**src/source/zoom_defines.svh**
```systemverilog
`ifndef ZOOM_DEFINES_SVH
`define ZOOM_DEFINES_SVH

// UART bit period after reset, 50 MHz clock at 115200 baud
`define ZOOM_DEFAULT_BIT_PERIOD 13'd434

`define ZOOM_UART_ADDR 16'hFF00          // Status/data register of the receiver

`define ZOOM_RESET_PC 12'h000            // First fetch address

`endif

```
**src/source/zoom_pkg.sv**
```systemverilog
package zoom_pkg;

  typedef enum logic [3:0] {
    LDA = 4'h0,                          // acc <= mem[addr]
    STA = 4'h1,                          // mem[addr] <= acc
    JMP = 4'h2,
    LDI = 4'h3,                          // acc <= imm
    LDU = 4'h4,                          // acc <= UART register
    TXA = 4'h5,                          // Send acc[7:0]
    SPD = 4'h6,                          // Bit period <= acc[12:0]
    WRX = 4'h7,                          // Wait for a received byte
    HLT = 4'hF
  } opcode_e;

  typedef struct packed {
    opcode_e     opcode;
    logic [11:0] addr;
  } addr_form_t;

  typedef struct packed {
    opcode_e     opcode;
    logic [3:0]  spare;                  // Reserved, ignored
    logic [7:0]  imm;
  } imm_form_t;

  // Same word seen two ways; opcode sits in bits 15:12 of both
  typedef union packed {
    addr_form_t addr_form;
    imm_form_t  imm_form;
  } instr_u;

endpackage

```
**src/source/mem_req_if.sv**
```systemverilog
`timescale 1ns/100ps

interface mem_req_if;

  logic        request;                  // One-cycle pulse, only when idle
  logic        request_type;             // 1 = write
  logic [15:0] request_address;
  logic [15:0] write_data;
  logic [15:0] read_data;                // Valid with memory_ready
  logic        memory_ready;
  logic        write_complete;

  modport cpu (
    output request, request_type, request_address, write_data,
    input  read_data, memory_ready, write_complete
  );

  modport ctrl (
    input  request, request_type, request_address, write_data,
    output read_data, memory_ready, write_complete
  );

endinterface

```
**src/source/uart_rx.sv**
```systemverilog
`timescale 1ns/100ps
`include "zoom_defines.svh"

module uart_rx (
  input  logic        clk,
  input  logic        arst_n,
  input  logic        rx,
  input  logic        set_speed,
  input  logic [12:0] speed,
  output logic        uart_inbound,
  output logic [7:0]  data_received
);

  typedef enum logic [1:0] {RX_IDLE, RX_START, RX_DATA, RX_STOP} rx_state_e;

  rx_state_e   state;
  logic [1:0]  rx_sync;
  logic        rx_line;
  logic [12:0] bit_period;
  logic [12:0] cnt;
  logic [2:0]  bit_idx;
  logic        half_hit;
  logic        full_hit;
  logic [7:0]  shift;

  assign rx_line  = rx_sync[1];
  assign half_hit = (cnt == (bit_period >> 1));       // Middle of start bit
  assign full_hit = (cnt == bit_period - 13'd1);      // One period on, middle of next bit
  assign data_received = shift;

  always_ff @(posedge clk or negedge arst_n) begin
    if (!arst_n) begin
      rx_sync      <= 2'b11;                          // Line idles high
      bit_period   <= `ZOOM_DEFAULT_BIT_PERIOD;
      state        <= RX_IDLE;
      cnt          <= '0;
      bit_idx      <= '0;
      uart_inbound <= 1'b0;
    end else begin
      rx_sync      <= {rx_sync[0], rx};
      uart_inbound <= 1'b0;
      if (set_speed) begin
        bit_period <= speed;
      end
      case (state)
        RX_IDLE: begin
          cnt     <= '0;
          bit_idx <= '0;
          if (!rx_line) begin
            state <= RX_START;                        // Falling edge of start bit
          end
        end
        RX_START: begin
          if (half_hit) begin
            cnt   <= '0;
            state <= rx_line ? RX_IDLE : RX_DATA;     // Glitch returns to idle
          end else begin
            cnt <= cnt + 13'd1;
          end
        end
        RX_DATA: begin
          if (full_hit) begin
            cnt     <= '0;
            bit_idx <= bit_idx + 3'd1;
            if (bit_idx == 3'd7) begin
              state <= RX_STOP;
            end
          end else begin
            cnt <= cnt + 13'd1;
          end
        end
        RX_STOP: begin
          if (full_hit) begin
            uart_inbound <= rx_line;                  // Low stop bit drops the byte
            state        <= RX_IDLE;
          end else begin
            cnt <= cnt + 13'd1;
          end
        end
        default: state <= RX_IDLE;
      endcase
    end
  end

  always_ff @(posedge clk) begin
    if (state == RX_DATA && full_hit) begin
      shift <= {rx_line, shift[7:1]};                 // LSB first
    end
  end

  // A frame lasts many bit periods, so two pulses back to back mean a broken FSM
  a_single_pulse: assert property (@(posedge clk) disable iff (!arst_n)
    uart_inbound |=> !uart_inbound);

endmodule

```
**src/source/uart_tx.sv**
```systemverilog
`timescale 1ns/100ps

module uart_tx (
  input  logic        clk,
  input  logic        arst_n,
  input  logic        start,
  input  logic [7:0]  data,
  input  logic [12:0] bit_period,
  output logic        tx,
  output logic        busy
);

  logic [8:0]  frame;                    // Data bits then stop bit
  logic [12:0] cnt;
  logic [3:0]  bit_cnt;                  // Bits already on the line

  always_ff @(posedge clk or negedge arst_n) begin
    if (!arst_n) begin
      tx      <= 1'b1;
      busy    <= 1'b0;
      frame   <= '1;
      cnt     <= '0;
      bit_cnt <= '0;
    end else if (!busy) begin
      if (start) begin
        busy    <= 1'b1;
        tx      <= 1'b0;                 // Start bit
        frame   <= {1'b1, data};
        cnt     <= '0;
        bit_cnt <= '0;
      end
    end else if (cnt == bit_period - 13'd1) begin
      cnt <= '0;
      if (bit_cnt == 4'd9) begin
        busy <= 1'b0;                    // Stop bit done
        tx   <= 1'b1;
      end else begin
        tx      <= frame[0];
        frame   <= {1'b1, frame[8:1]};
        bit_cnt <= bit_cnt + 4'd1;
      end
    end else begin
      cnt <= cnt + 13'd1;
    end
  end

endmodule

```
**src/source/memory_controller.sv**
```systemverilog
`timescale 1ns/100ps
`include "zoom_defines.svh"

module memory_controller (
  input  logic       clk,
  input  logic       arst_n,
  mem_req_if.ctrl    mem,
  input  logic       uart_inbound,
  input  logic [7:0] data_received,
  input  logic       lower_byte_in,
  input  logic       upper_byte_in,
  input  logic [7:0] data_input_pins,
  output logic [7:0] data_output_pins,
  output logic [7:0] iovalue,
  output logic       write_enable,
  output logic       register_enable,
  output logic       read_enable,
  output logic       lower_bit,
  output logic       upper_bit
);

  typedef enum logic [3:0] {
    S_IDLE, S_UART, S_ADDR_LO, S_ADDR_HI,
    S_RD_LO, S_RD_LO_REL, S_RD_HI, S_RD_HI_REL,
    S_WR_LO, S_WR_LO_REL, S_WR_HI, S_WR_HI_REL
  } ctrl_state_e;

  ctrl_state_e state;
  logic [1:0]  lower_sync;
  logic [1:0]  upper_sync;
  logic        lower_seen;
  logic        upper_seen;
  logic        uart_hit;
  logic        write_q;
  logic [15:0] addr_q;
  logic [15:0] wdata_q;
  logic [15:0] rdata_q;
  logic [7:0]  uart_byte;
  logic        uart_pending;
  logic        ready_q;
  logic        complete_q;

  assign lower_seen = lower_sync[1];
  assign upper_seen = upper_sync[1];
  assign uart_hit   = !mem.request_type && (mem.request_address == `ZOOM_UART_ADDR);

  assign mem.read_data      = rdata_q;
  assign mem.memory_ready   = ready_q;
  assign mem.write_complete = complete_q;

  always_ff @(posedge clk or negedge arst_n) begin
    if (!arst_n) begin
      state        <= S_IDLE;
      lower_sync   <= '0;
      upper_sync   <= '0;
      write_q      <= 1'b0;
      uart_byte    <= '0;
      uart_pending <= 1'b0;
      ready_q      <= 1'b0;
      complete_q   <= 1'b0;
    end else begin
      lower_sync <= {lower_sync[0], lower_byte_in};
      upper_sync <= {upper_sync[0], upper_byte_in};
      ready_q    <= 1'b0;
      complete_q <= 1'b0;
      if (uart_inbound) begin
        uart_byte    <= data_received;     // Newest byte wins
        uart_pending <= 1'b1;
      end else if (state == S_UART) begin
        uart_pending <= 1'b0;
      end
      case (state)
        S_IDLE: begin
          if (mem.request) begin
            write_q <= mem.request_type;
            state   <= uart_hit ? S_UART : S_ADDR_LO;
          end
        end
        S_UART: begin
          ready_q <= 1'b1;
          state   <= S_IDLE;
        end
        S_ADDR_LO:   state <= S_ADDR_HI;
        S_ADDR_HI:   state <= write_q ? S_WR_LO : S_RD_LO;
        S_RD_LO:     if (lower_seen) state <= S_RD_LO_REL;
        S_RD_LO_REL: if (!lower_seen) state <= S_RD_HI;
        S_RD_HI:     if (upper_seen) state <= S_RD_HI_REL;
        S_RD_HI_REL: begin
          if (!upper_seen) begin
            ready_q <= 1'b1;
            state   <= S_IDLE;
          end
        end
        S_WR_LO:     if (lower_seen) state <= S_WR_LO_REL;
        S_WR_LO_REL: if (!lower_seen) state <= S_WR_HI;
        S_WR_HI:     if (upper_seen) state <= S_WR_HI_REL;
        S_WR_HI_REL: begin
          if (!upper_seen) begin
            complete_q <= 1'b1;
            state      <= S_IDLE;
          end
        end
        default: state <= S_IDLE;
      endcase
    end
  end

  always_ff @(posedge clk) begin
    if (state == S_IDLE && mem.request) begin
      addr_q  <= mem.request_address;
      wdata_q <= mem.write_data;
    end
    if (state == S_UART) begin
      rdata_q <= {7'b0, uart_pending, uart_byte};
    end
    if (state == S_RD_LO && lower_seen) begin
      rdata_q[7:0] <= data_input_pins;     // Data settled before the strobe
    end
    if (state == S_RD_HI && upper_seen) begin
      rdata_q[15:8] <= data_input_pins;
    end
  end

  always_comb begin
    data_output_pins = '0;
    iovalue          = '0;
    write_enable     = 1'b0;
    register_enable  = 1'b0;
    read_enable      = 1'b0;
    lower_bit        = 1'b0;
    upper_bit        = 1'b0;
    case (state)
      S_ADDR_LO: begin
        data_output_pins = addr_q[7:0];
        iovalue          = '1;
        register_enable  = 1'b1;
        lower_bit        = 1'b1;
      end
      S_ADDR_HI: begin
        data_output_pins = addr_q[15:8];
        iovalue          = '1;
        register_enable  = 1'b1;
        upper_bit        = 1'b1;
      end
      S_RD_LO, S_RD_LO_REL, S_RD_HI, S_RD_HI_REL: begin
        read_enable = 1'b1;                // Pins released to the memory
      end
      S_WR_LO, S_WR_LO_REL: begin
        data_output_pins = wdata_q[7:0];
        iovalue          = '1;
        write_enable     = 1'b1;
        lower_bit        = 1'b1;
      end
      S_WR_HI, S_WR_HI_REL: begin
        data_output_pins = wdata_q[15:8];
        iovalue          = '1;
        write_enable     = 1'b1;
        upper_bit        = 1'b1;
      end
      default: ;
    endcase
  end

  // Pin direction follows the request type latched at the handshake
  a_no_rd_wr_overlap: assert property (@(posedge clk) disable iff (!arst_n)
    !(read_enable && write_q) && !(write_enable && !write_q));

  a_iovalue_whole_bus: assert property (@(posedge clk) disable iff (!arst_n)
    iovalue inside {8'h00, 8'hFF});

endmodule

```
**src/source/zoom_cpu.sv**
```systemverilog
`timescale 1ns/100ps
`include "zoom_defines.svh"

module zoom_cpu (
  input  logic        clk,
  input  logic        arst_n,
  mem_req_if.cpu      mem,
  input  logic        uart_inbound,
  output logic        tx,
  output logic        set_rx_speed,
  output logic [12:0] rx_speed
);

  typedef enum logic [2:0] {
    S_FETCH, S_FETCH_WAIT, S_EXEC, S_MEM_WAIT, S_TX_WAIT, S_RX_WAIT, S_HALT
  } cpu_state_e;

  cpu_state_e        state;
  logic [11:0]       pc;
  logic [15:0]       acc;
  logic [12:0]       bit_period;
  zoom_pkg::instr_u  ir;
  zoom_pkg::opcode_e op;
  logic              tx_start;
  logic              tx_busy;

  assign op       = ir.addr_form.opcode;
  assign rx_speed = bit_period;

  always_comb begin
    mem.request         = 1'b0;
    mem.request_type    = 1'b0;
    mem.request_address = {4'h0, pc};
    mem.write_data      = acc;
    tx_start            = 1'b0;
    case (state)
      S_FETCH: mem.request = 1'b1;
      S_EXEC: begin
        case (op)
          zoom_pkg::LDA: begin
            mem.request         = 1'b1;
            mem.request_address = {4'h0, ir.addr_form.addr};
          end
          zoom_pkg::STA: begin
            mem.request         = 1'b1;
            mem.request_type    = 1'b1;
            mem.request_address = {4'h0, ir.addr_form.addr};
          end
          zoom_pkg::LDU: begin
            mem.request         = 1'b1;
            mem.request_address = `ZOOM_UART_ADDR;
          end
          zoom_pkg::TXA: tx_start = 1'b1;
          default: ;
        endcase
      end
      default: ;
    endcase
  end

  always_ff @(posedge clk or negedge arst_n) begin
    if (!arst_n) begin
      state        <= S_FETCH;
      pc           <= `ZOOM_RESET_PC;
      acc          <= '0;
      bit_period   <= `ZOOM_DEFAULT_BIT_PERIOD;
      set_rx_speed <= 1'b0;
    end else begin
      set_rx_speed <= 1'b0;
      case (state)
        S_FETCH: state <= S_FETCH_WAIT;
        S_FETCH_WAIT: begin
          if (mem.memory_ready) begin
            pc    <= pc + 12'd1;
            state <= S_EXEC;
          end
        end
        S_EXEC: begin
          case (op)
            zoom_pkg::LDA, zoom_pkg::STA, zoom_pkg::LDU: state <= S_MEM_WAIT;
            zoom_pkg::JMP: begin
              pc    <= ir.addr_form.addr;
              state <= S_FETCH;
            end
            zoom_pkg::LDI: begin
              acc   <= {8'h00, ir.imm_form.imm};
              state <= S_FETCH;
            end
            zoom_pkg::TXA: state <= S_TX_WAIT;
            zoom_pkg::SPD: begin
              bit_period   <= acc[12:0];   // Shared by both UART directions
              set_rx_speed <= 1'b1;
              state        <= S_FETCH;
            end
            zoom_pkg::WRX: state <= S_RX_WAIT;
            zoom_pkg::HLT: state <= S_HALT;
            default: state <= S_FETCH;     // Unused opcodes act as NOP
          endcase
        end
        S_MEM_WAIT: begin
          if (mem.memory_ready) begin
            acc   <= mem.read_data;
            state <= S_FETCH;
          end else if (mem.write_complete) begin
            state <= S_FETCH;
          end
        end
        S_TX_WAIT: if (!tx_busy) state <= S_FETCH;   // Busy is up from the cycle after start
        S_RX_WAIT: if (uart_inbound) state <= S_FETCH;
        S_HALT: state <= S_HALT;                    // Only reset leaves
        default: state <= S_FETCH;
      endcase
    end
  end

  always_ff @(posedge clk) begin
    if (state == S_FETCH_WAIT && mem.memory_ready) begin
      ir <= mem.read_data;
    end
  end

  uart_tx transmitter (
    .clk        (clk),
    .arst_n     (arst_n),
    .start      (tx_start),
    .data       (acc[7:0]),
    .bit_period (bit_period),
    .tx         (tx),
    .busy       (tx_busy)
  );

  // Controller takes one transaction at a time
  a_one_open_request: assert property (@(posedge clk) disable iff (!arst_n)
    mem.request |=> (!mem.request until_with (mem.memory_ready || mem.write_complete)));

endmodule

```
**src/source/tt_um_zoom_zoom.sv**
```systemverilog
`timescale 1ns/100ps

module tt_um_zoom_zoom (
  input  logic [7:0] ui_in,
  output logic [7:0] uo_out,
  input  logic [7:0] uio_in,
  output logic [7:0] uio_out,
  output logic [7:0] uio_oe,              // 1 drives the pin
  input  logic       ena,
  input  logic       clk,
  input  logic       arst_n
);

  mem_req_if mem_bus ();

  logic        lower_byte_in;
  logic        upper_byte_in;
  logic        rx;
  logic        tx;
  logic        write_enable;
  logic        register_enable;
  logic        read_enable;
  logic        lower_bit;
  logic        upper_bit;
  logic        uart_inbound;
  logic [7:0]  data_received;
  logic        set_rx_speed;
  logic [12:0] rx_speed;
  logic        unused;

  assign lower_byte_in = ui_in[0];        // Memory strobes
  assign upper_byte_in = ui_in[1];
  assign rx            = ui_in[2];

  assign uo_out = {2'b00, upper_bit, tx, lower_bit, read_enable, register_enable, write_enable};

  zoom_cpu cpu (
    .clk          (clk),
    .arst_n       (arst_n),
    .mem          (mem_bus.cpu),
    .uart_inbound (uart_inbound),
    .tx           (tx),
    .set_rx_speed (set_rx_speed),
    .rx_speed     (rx_speed)
  );

  memory_controller memory_controller (
    .clk              (clk),
    .arst_n           (arst_n),
    .mem              (mem_bus.ctrl),
    .uart_inbound     (uart_inbound),
    .data_received    (data_received),
    .lower_byte_in    (lower_byte_in),
    .upper_byte_in    (upper_byte_in),
    .data_input_pins  (uio_in),
    .data_output_pins (uio_out),
    .iovalue          (uio_oe),
    .write_enable     (write_enable),
    .register_enable  (register_enable),
    .read_enable      (read_enable),
    .lower_bit        (lower_bit),
    .upper_bit        (upper_bit)
  );

  uart_rx uart_receiver (
    .clk           (clk),
    .arst_n        (arst_n),
    .rx            (rx),
    .set_speed     (set_rx_speed),
    .speed         (rx_speed),
    .uart_inbound  (uart_inbound),
    .data_received (data_received)
  );

  assign unused = &{ena, ui_in[7:3], 1'b0};  // Spare inputs

endmodule

```
**config.mk**
```make
export PLATFORM = sky130hd
export DESIGN_NAME = tt_um_zoom_zoom
export DESIGN_NICKNAME = d
export VERILOG_FILES = /design/src/source/zoom_pkg.sv /design/src/source/mem_req_if.sv /design/src/source/uart_rx.sv /design/src/source/uart_tx.sv /design/src/source/memory_controller.sv /design/src/source/zoom_cpu.sv /design/src/source/tt_um_zoom_zoom.sv
export VERILOG_INCLUDE_DIRS = /design/src /design/src/source
export SDC_FILE = /design/constraint.sdc
export NUM_CORES = 1
export LEC_CHECK = 0
export BUFFER_PORTS_ARGS = -buffer_cell sky130_fd_sc_hd__buf_2
export CORE_UTILIZATION = 40
export DETAILED_ROUTE_END_ITERATION = 8
export PLACE_DENSITY = 0.64
export REMOVE_ABC_BUFFERS = 1
export SLEW_MARGIN = 0
export SYNTH_ARGS = -nofsm -noshare
export SYNTH_HDL_FRONTEND = slang
export SYNTH_SLANG_ARGS = --single-unit
```
**constraint.sdc**
```tcl
create_clock -name clk -period 4.47 [get_ports clk]
set_clock_uncertainty 0.15 [all_clocks]
set_input_delay 0.447 -clock clk [delete_from_list [all_inputs] [get_ports clk]]
set_output_delay 0.447 -clock clk [all_outputs]
set_load 0.05 [all_outputs]
```
==> results.md, run 1 <==
* Status: finished, final reports clean
* Die area at about 0.026 mm²
* Post-synth EDFFs at between 60 and 70
* CORE AREA at 0.02518 mm²
* Final GP Congestion at around 0.84
* Worst reg2reg path depth at 7
* R2R Path End: uart_receiver.cnt[4]
* Main synth FF type: dfrtp_1
* Cells after synthesis at roughly 1000
* Design area at around 0.011 mm²
* Crit share post-route at 82.06%
* Dpl cell area at 0.01060 mm²
* Startpoint Class: flip-flop
* Pwr per Cell Area at 539.3 mW/mm²
* Die X at 162.2 µm
* Final wirelength at 22900 µm
* CTS max path bufs at 2
* Setup TNS at 0 ns
* Max-cap check violation count at 0
* Fin. Hold Viols at 0
* # clock sinks at 195
* Min cycle time layout at 3.668 ns
* Worst skew pair latency at 0.43 ns
* First-pass GRT wire length at about 38000 µm
* FF-to-FF Start: uart_receiver.bit_period[3]
* # IOs at 43
* Row Count at 58
* Crit path DAT at 3.84 ns
* Final #Nets at 1041
* Post-synthesis register bit count at 195
* Initial drt markers at around 590
* Post-route DRC at 0
* Antenna-violating nets left at 0
* Total grt overflow at 0
* Vias/cell at 5.525
* WP data required at 4.65 ns
* Die H at ~160 µm
* R2R Setup Slk at 0.80 ns
* Leakage power at around 0.0046 µW
* Share of cells above drive strength 1 at 14.42%
* Number of global-route vias before repair at between 7000 and 8000
* I/O Buffers at 34
* Netlist cell types at 69
* Slew headroom at 19.44%
* Final HPWL DP at 15610 µm
* CP endpoint kind: flip-flop
* Actual slew at the worst max-slew pin at 1.199 ns
* Final Slew Violations at 0
* Total power at 6047 µW
* Largest net degree at the start of global routing at between 70 and 80
* Tot GR Track Use at 18.32%
* Seq/Total Area, Yosys at 51.13%
* RSZ-0062 raised after global routing: no
* CTS tree: done
* H-tree Lvls at 4
* ANT cells at 0
* Routed vias at 7492
* Critical Path Source: uart_receiver.bit_period[3]
* Num CTS Buffers at 17
* First drt pass iteration count at 5
* Layout area overhead at 9.187%
* Root Driver: clkbuf_16
* Cell Area, Synth at 0.01027 mm²
* VDD IR max at 0.4213 mV
* Ys Warns at 0
* Wire per inst at between 15 and 20 µm
* Most common cell after layout, fill and taps aside: nand2_1
* Clock transition at the registers of the reported paths at approximately 0.070 ns
* Antenna violations before repair at 0
* Min-Delay Path Class: primary input to asynchronous set/reset pin
* Starting Density at 40.78%
* Most frequent cells in the layout: nand2_1 (160), dfrtp_1 (105), o21ai_0 (71), edfxtp_1 (69), nor2_1 (47)
* # fillers at 2366
* Ys async rst share at between 60% and 70%
* Fmax at roughly 270 MHz
* Syn Area/Cell at 9.980 µm²
* Setup-failing EPs final at 0
* Critical path class: flip-flop to flip-flop
* Peak fanout along the critical path at 26
* Post_cts resized at 0
## state kept, by name, indices dropped and copies added, names as in the netlist, 3 cells and up, named ones only
signal / cells
cpu.state: 3
cpu.transmitter.bit_cnt: 4
uart_receiver.bit_idx: 3
uart_receiver.data_received: 8
uart_receiver.bit_period: 13
cpu.ir: 16
memory_controller.uart_byte: 8
cpu.mem.write_data: 16
memory_controller.wdata_q: 16
memory_controller.addr_q: 13
cpu.transmitter.frame: 8
memory_controller.mem.read_data: 16
cpu.pc: 12
cpu.transmitter.cnt: 13
cpu.rx_speed: 13
memory_controller.state: 4
uart_receiver.cnt: 13
## final cells by class
class | count | area (µm²) | area share, %
well taps | 330 | 412.9 | 3.682
multi-input cells | 725 | 4574 | 40.79
clock inverters | 13 | 130.1 | 1.160
inverters | 24 | 90.09 | 0.8034
clock buffers | 19 | 454.2 | 4.050
flip-flops and latches | 195 | 5251 | 46.83
repair buffers | 50 | 300.3 | 2.678
## cells in the mapped netlist (all sizes together) (21+ instances only)
cell type  count  share of area [%]
nand2        160                5.8
dfrtp        105                 26
o21ai         75                3.7
edfxtp        69                 20
clkbuf        60                2.2
nor2          47                1.7
a21oi         41                2.0
mux2i         34                3.3
xnor2         29                2.5
mux2          28                3.1
buf           26                1.7
inv           23               0.84
nor3          23                1.1
nand3         22                1.1
dfstp         21                5.4
## worst max path at each step
stage                     slack [ns]  depth (start not counted)                    to
after global routing            0.55                          7  uart_receiver.cnt[3]
after detailed placement        0.79                          7  uart_receiver.cnt[4]
final                           0.80                          7  uart_receiver.cnt[4]
after global placement          0.86                          7  uart_receiver.cnt[4]
after CTS                       0.79                          7  uart_receiver.cnt[4]
after floorplan                -0.25                          3             uio_oe[0]
## power breakdown
part	switching [µW]	internal, µW	leakage (µW)	total, µW
logic	1040	630	0.00204	1670
clock network	682	857	0.000294	1540
registers	539	2300	0.00226	2840
total	2260	3790	0.00460	6050
## cell families (layout without fill, tap and decap cells)
logic type	after synthesis	after routing	share of synthesized area, %
adder cells (fa/ha/maj)	9	9	1.097
XOR/XNOR	46	46	3.923
multiplexers	62	62	6.384
flip-flops	195	195	51.13
AND/OR/NAND/NOR	388	388	19.05
AO/OA/AOI/OAI	218	218	13.65
buffers and inverters	110	106	4.727
other	1	2	0.03651
## through the flow
step | hold slack [ns] | instances | utilization, % | setup WS [ns]
5_1_grt | 0.1099 | 1356 | 44.53 | 0.5516
3_5_place_dp | 0.1878 | 1321 | 42.09 | 0.7942
3_3_place_gp | 0.1916 | 1321 | 42.09 | 0.8580
2_1_floorplan | 0.001409 | 944 | - | -0.2517
6_report | 0.02834 | 1356 | 44.53 | 0.8021
4_1_cts | 0.06120 | 1356 | 44.53 | 0.7872
## per-layer routing
layer / GRT usage, % / routed length, µm / up-vias
li1: - / - / 3652
met1: 27.20 / 11580 / 3675
met2: 27.56 / 10380 / 143
met3: 3.141 / 686 / 22
met4: 4.545 / 257 / 0
met5: 0 / 0 / -
## repair_timing
action                                 CTS  global route
hold buffers                             3             0
setup buffers                            0             0
endpoints found under the hold margin    3             0
## worst max-delay path, stage by stage (launching register included)
cell	delay, ns
dfrtp_1	0.49
or4_1	0.66
or4_4	0.55
mux2i_1	0.15
o31a_1	0.35
o2111ai_4	0.70
mux2i_1	0.21
a2111oi_2	0.30
No activity file was read; power rests on OpenSTA's default activity.
==> run 2: changes to the inputs <==
==> constraint.sdc (replaced) <==
create_clock -name clk -period 3.65 [get_ports clk]
set_clock_uncertainty 0.15 [all_clocks]
set_input_delay 0.365 -clock clk [delete_from_list [all_inputs] [get_ports clk]]
set_output_delay 0.365 -clock clk [all_outputs]
set_load 0.05 [all_outputs]
==> results.md, run 2 (synthesis results as in run 1) <==
* Status: finished, final reports clean (unchanged)
* Post-route DRC at 0 (unchanged)
* Finished Layout Cells at 1380 (was 1356)
* Total power at 7367 µW (was 6047 µW)
* Dpl cell area at 0.01079 mm² (was 0.01060 mm²)
* Crit share post-route at 90.92% (was 82.06%)
* Number of global-route vias before repair at 7066 (was 7135)
* Die area at 0.02632 mm² (unchanged)
* First-pass GRT wire length at 37700 µm (was 38010 µm)
* Final #Nets at 1065 (was 1041)
* Leakage power at 0.004706 µW (was 0.004597 µW)
* Slowest cell on the critical path: a211oi_1 (was o2111ai_4)
* CORE AREA at 0.02518 mm² (unchanged)
* Die X at 162.2 µm (unchanged)
* WP buf/inv at 2 (was 0)
* Most common cell after layout, fill and taps aside: nand2_1 (unchanged)
* Fmax at 301.3 MHz (was 272.6 MHz)
* Pwr per Cell Area at 646.2 mW/mm² (was 539.3 mW/mm²)
* CP endpoint kind: flip-flop (unchanged)
* Setup-failing EPs final at 0 (unchanged)
* H-tree Lvls at 4 (unchanged)
* Max-cap check violation count at 0 (unchanged)
* Routed vias at 7567 (was 7492)
* Post-layout util at 45.27% (was 44.53%)
* Tot GR Track Use at 18.21% (was 18.32%)
* Worst hold slack at 0.07194 ns (was 0.02834 ns)
* Antenna violations before repair at 0 (unchanged)
* Root Driver: clkbuf_16 (unchanged)
* RSZ-0062 raised after global routing: no (unchanged)
* Vias/cell at 5.483 (was 5.525)
* Actual slew at the worst max-slew pin at 0.8350 ns (was 1.199 ns)
* Antenna-violating nets left at 0 (unchanged)
* CP max stage delay at 0.56 ns (was 0.70 ns)
* Min-Delay Path Class: primary input to flip-flop (was primary input to asynchronous set/reset pin)
* Final wirelength at 22680 µm (was 22900 µm)
* Starting Density at 40.78% (unchanged)
* Wire per inst at 16.43 µm (was 16.89 µm)
* WP data required at 3.85 ns (was 4.65 ns)
* Clock transition at the registers of the reported paths at 0.07 ns (about the same)
* Die H at 162.2 µm (unchanged)
* Critical path's top delay family: compound AO/OA/AOI/OAI gates (unchanged)
* Final GP Congestion at 0.8440 (was 0.8391)
* Fin. Hold Viols at 0 (unchanged)
* CTS tree: done (unchanged)
* Row Count at 58 (unchanged)
* # IOs at 43 (unchanged)
* Slew headroom at 44.34% (was 19.44%)
* Startpoint Class: flip-flop (unchanged)
* # clock sinks at 195 (unchanged)
* Most frequent cells in the layout: nand2_1 (160), dfrtp_1 (105), o21ai_0 (71), edfxtp_1 (69), nor2_1 (47) (unchanged)
* Min cycle time layout at 3.319 ns (was 3.668 ns)
* Largest net degree at the start of global routing at 55 (was 75)
* I/O Buffers at 34 (unchanged)
* Final HPWL DP at 15810 µm (was 15610 µm)
* Final Slew Violations at 0 (unchanged)
* Crit path DAT at 3.51 ns (was 3.84 ns)
* ANT cells at 0 (unchanged)
* Worst skew pair latency at 0.43 ns (about the same)
* Total grt overflow at 0 (unchanged)
* First drt pass iteration count at 5 (unchanged)
* Critical path class: flip-flop to flip-flop (unchanged)
* Share of cells above drive strength 1 at 16.38% (was 14.42%)
* Design area at 0.01140 mm² (was 0.01121 mm²)
* Crit path cell chain: inv_1, ha_1, or3b_2, o31ai_1, a21oi_1, a211oi_1, o41ai_2, buf_4, or3_1, o211ai_1 (was or4_1, or4_4, mux2i_1, o31a_1, o2111ai_4, mux2i_1, a2111oi_2)
* DP Cell Count at 1344 (was 1321)
* Initial drt markers at 595 (was 585)
* Num CTS Buffers at 17 (unchanged)
* Peak fanout along the critical path at 19 (was 26)
* CTS max path bufs at 2 (unchanged)
* VDD IR max at 0.5328 mV (was 0.4213 mV)
* Layout area overhead at 11.00% (was 9.187%)
[run 2: changes by cell type in the layout (fill, tap and decap cells not counted), moves of 2 or more]
| cell | previous run | this run |
|---|---|---|
| buf_4 | 14 | 35 |
| clkinvlp_4 | 0 | 3 |
| inv_6 | 2 | 5 |
| buf_12 | 0 | 2 |
| clkinv_2 | 5 | 3 |
[run 2: final timing paths]
| path | end | depth (start not counted) | startpoint | slack, ns |
|---|---|---|---|---|
| setup / recovery | cpu.transmitter.cnt[11] | 10 | cpu.rx_speed[0] | 0.33 |
| hold / removal | memory_controller.mem.read_data[9] | 2 | uio_in[1] | 0.07 |
| setup reg to reg | cpu.transmitter.cnt[11] | 10 | cpu.rx_speed[0] | 0.33 |
| hold reg to reg | memory_controller.upper_sync[1] | 0 | memory_controller.upper_sync[0] | 0.20 |
| max in group asynchronous | cpu.transmitter.frame[2] | 3 | arst_n | 2.13 |
| min in group asynchronous | memory_controller.upper_sync[1] | 2 | arst_n | 0.38 |
[run 2: worst reg2reg max path, cell delays in order (launching register included)]
cell and delay, ns:
dfrtp_1 0.47, inv_1 0.11, ha_1 0.24, or3b_2 0.49
o31ai_1 0.25, a21oi_1 0.09, a211oi_1 0.56, o41ai_2 0.20
buf_4 0.23, or3_1 0.36, o211ai_1 0.08
[run 2: timing repair]
action	4_1_cts	5_1_grt
gates resized for setup	0	1
hold buffers	4	0
endpoints found under the setup margin	0	8
setup buffers	0	0
hold endpoints to repair	50	0
[run 2: stage by stage]
step	setup slack, ns	TNS, ns
2_1_floorplan	-0.9897	-17.57
3_3_place_gp	0.2561	0
3_5_place_dp	0.1421	0
4_1_cts	0.1303	0
5_1_grt	0.06230	0
6_report	0.3313	0
[run 2: layout make-up]
cell class,count,area [µm²]
Multi-Input combinational cell,725,4574
Inverter,24,90.09
Clock buffer,18,439.2
Fill cell,2346,13780
Clock inverter,14,123.9
Timing Repair Buffer,74,508.0
Sequential cell,195,5251
Tap cell,330,412.9
[run 2: report_power, final]
| part | switching [µW] | internal [µW] | leakage (µW) |
|---|---|---|---|
| Clock | 852 | 965 | 0.000271 |
| Combinational | 1330 | 822 | 0.00217 |
| Sequential | 580 | 2820 | 0.00226 |
[run 2: per-layer routing]
metal  vias to the layer above  share of wire (%)  GRT usage [%]
li1                       3699                  -              -
met1                      3670                 49          26.82
met2                       180                 46          27.64
met3                        18                3.8          3.039
met4                         0                1.2          4.717
met5                         -                  0              0
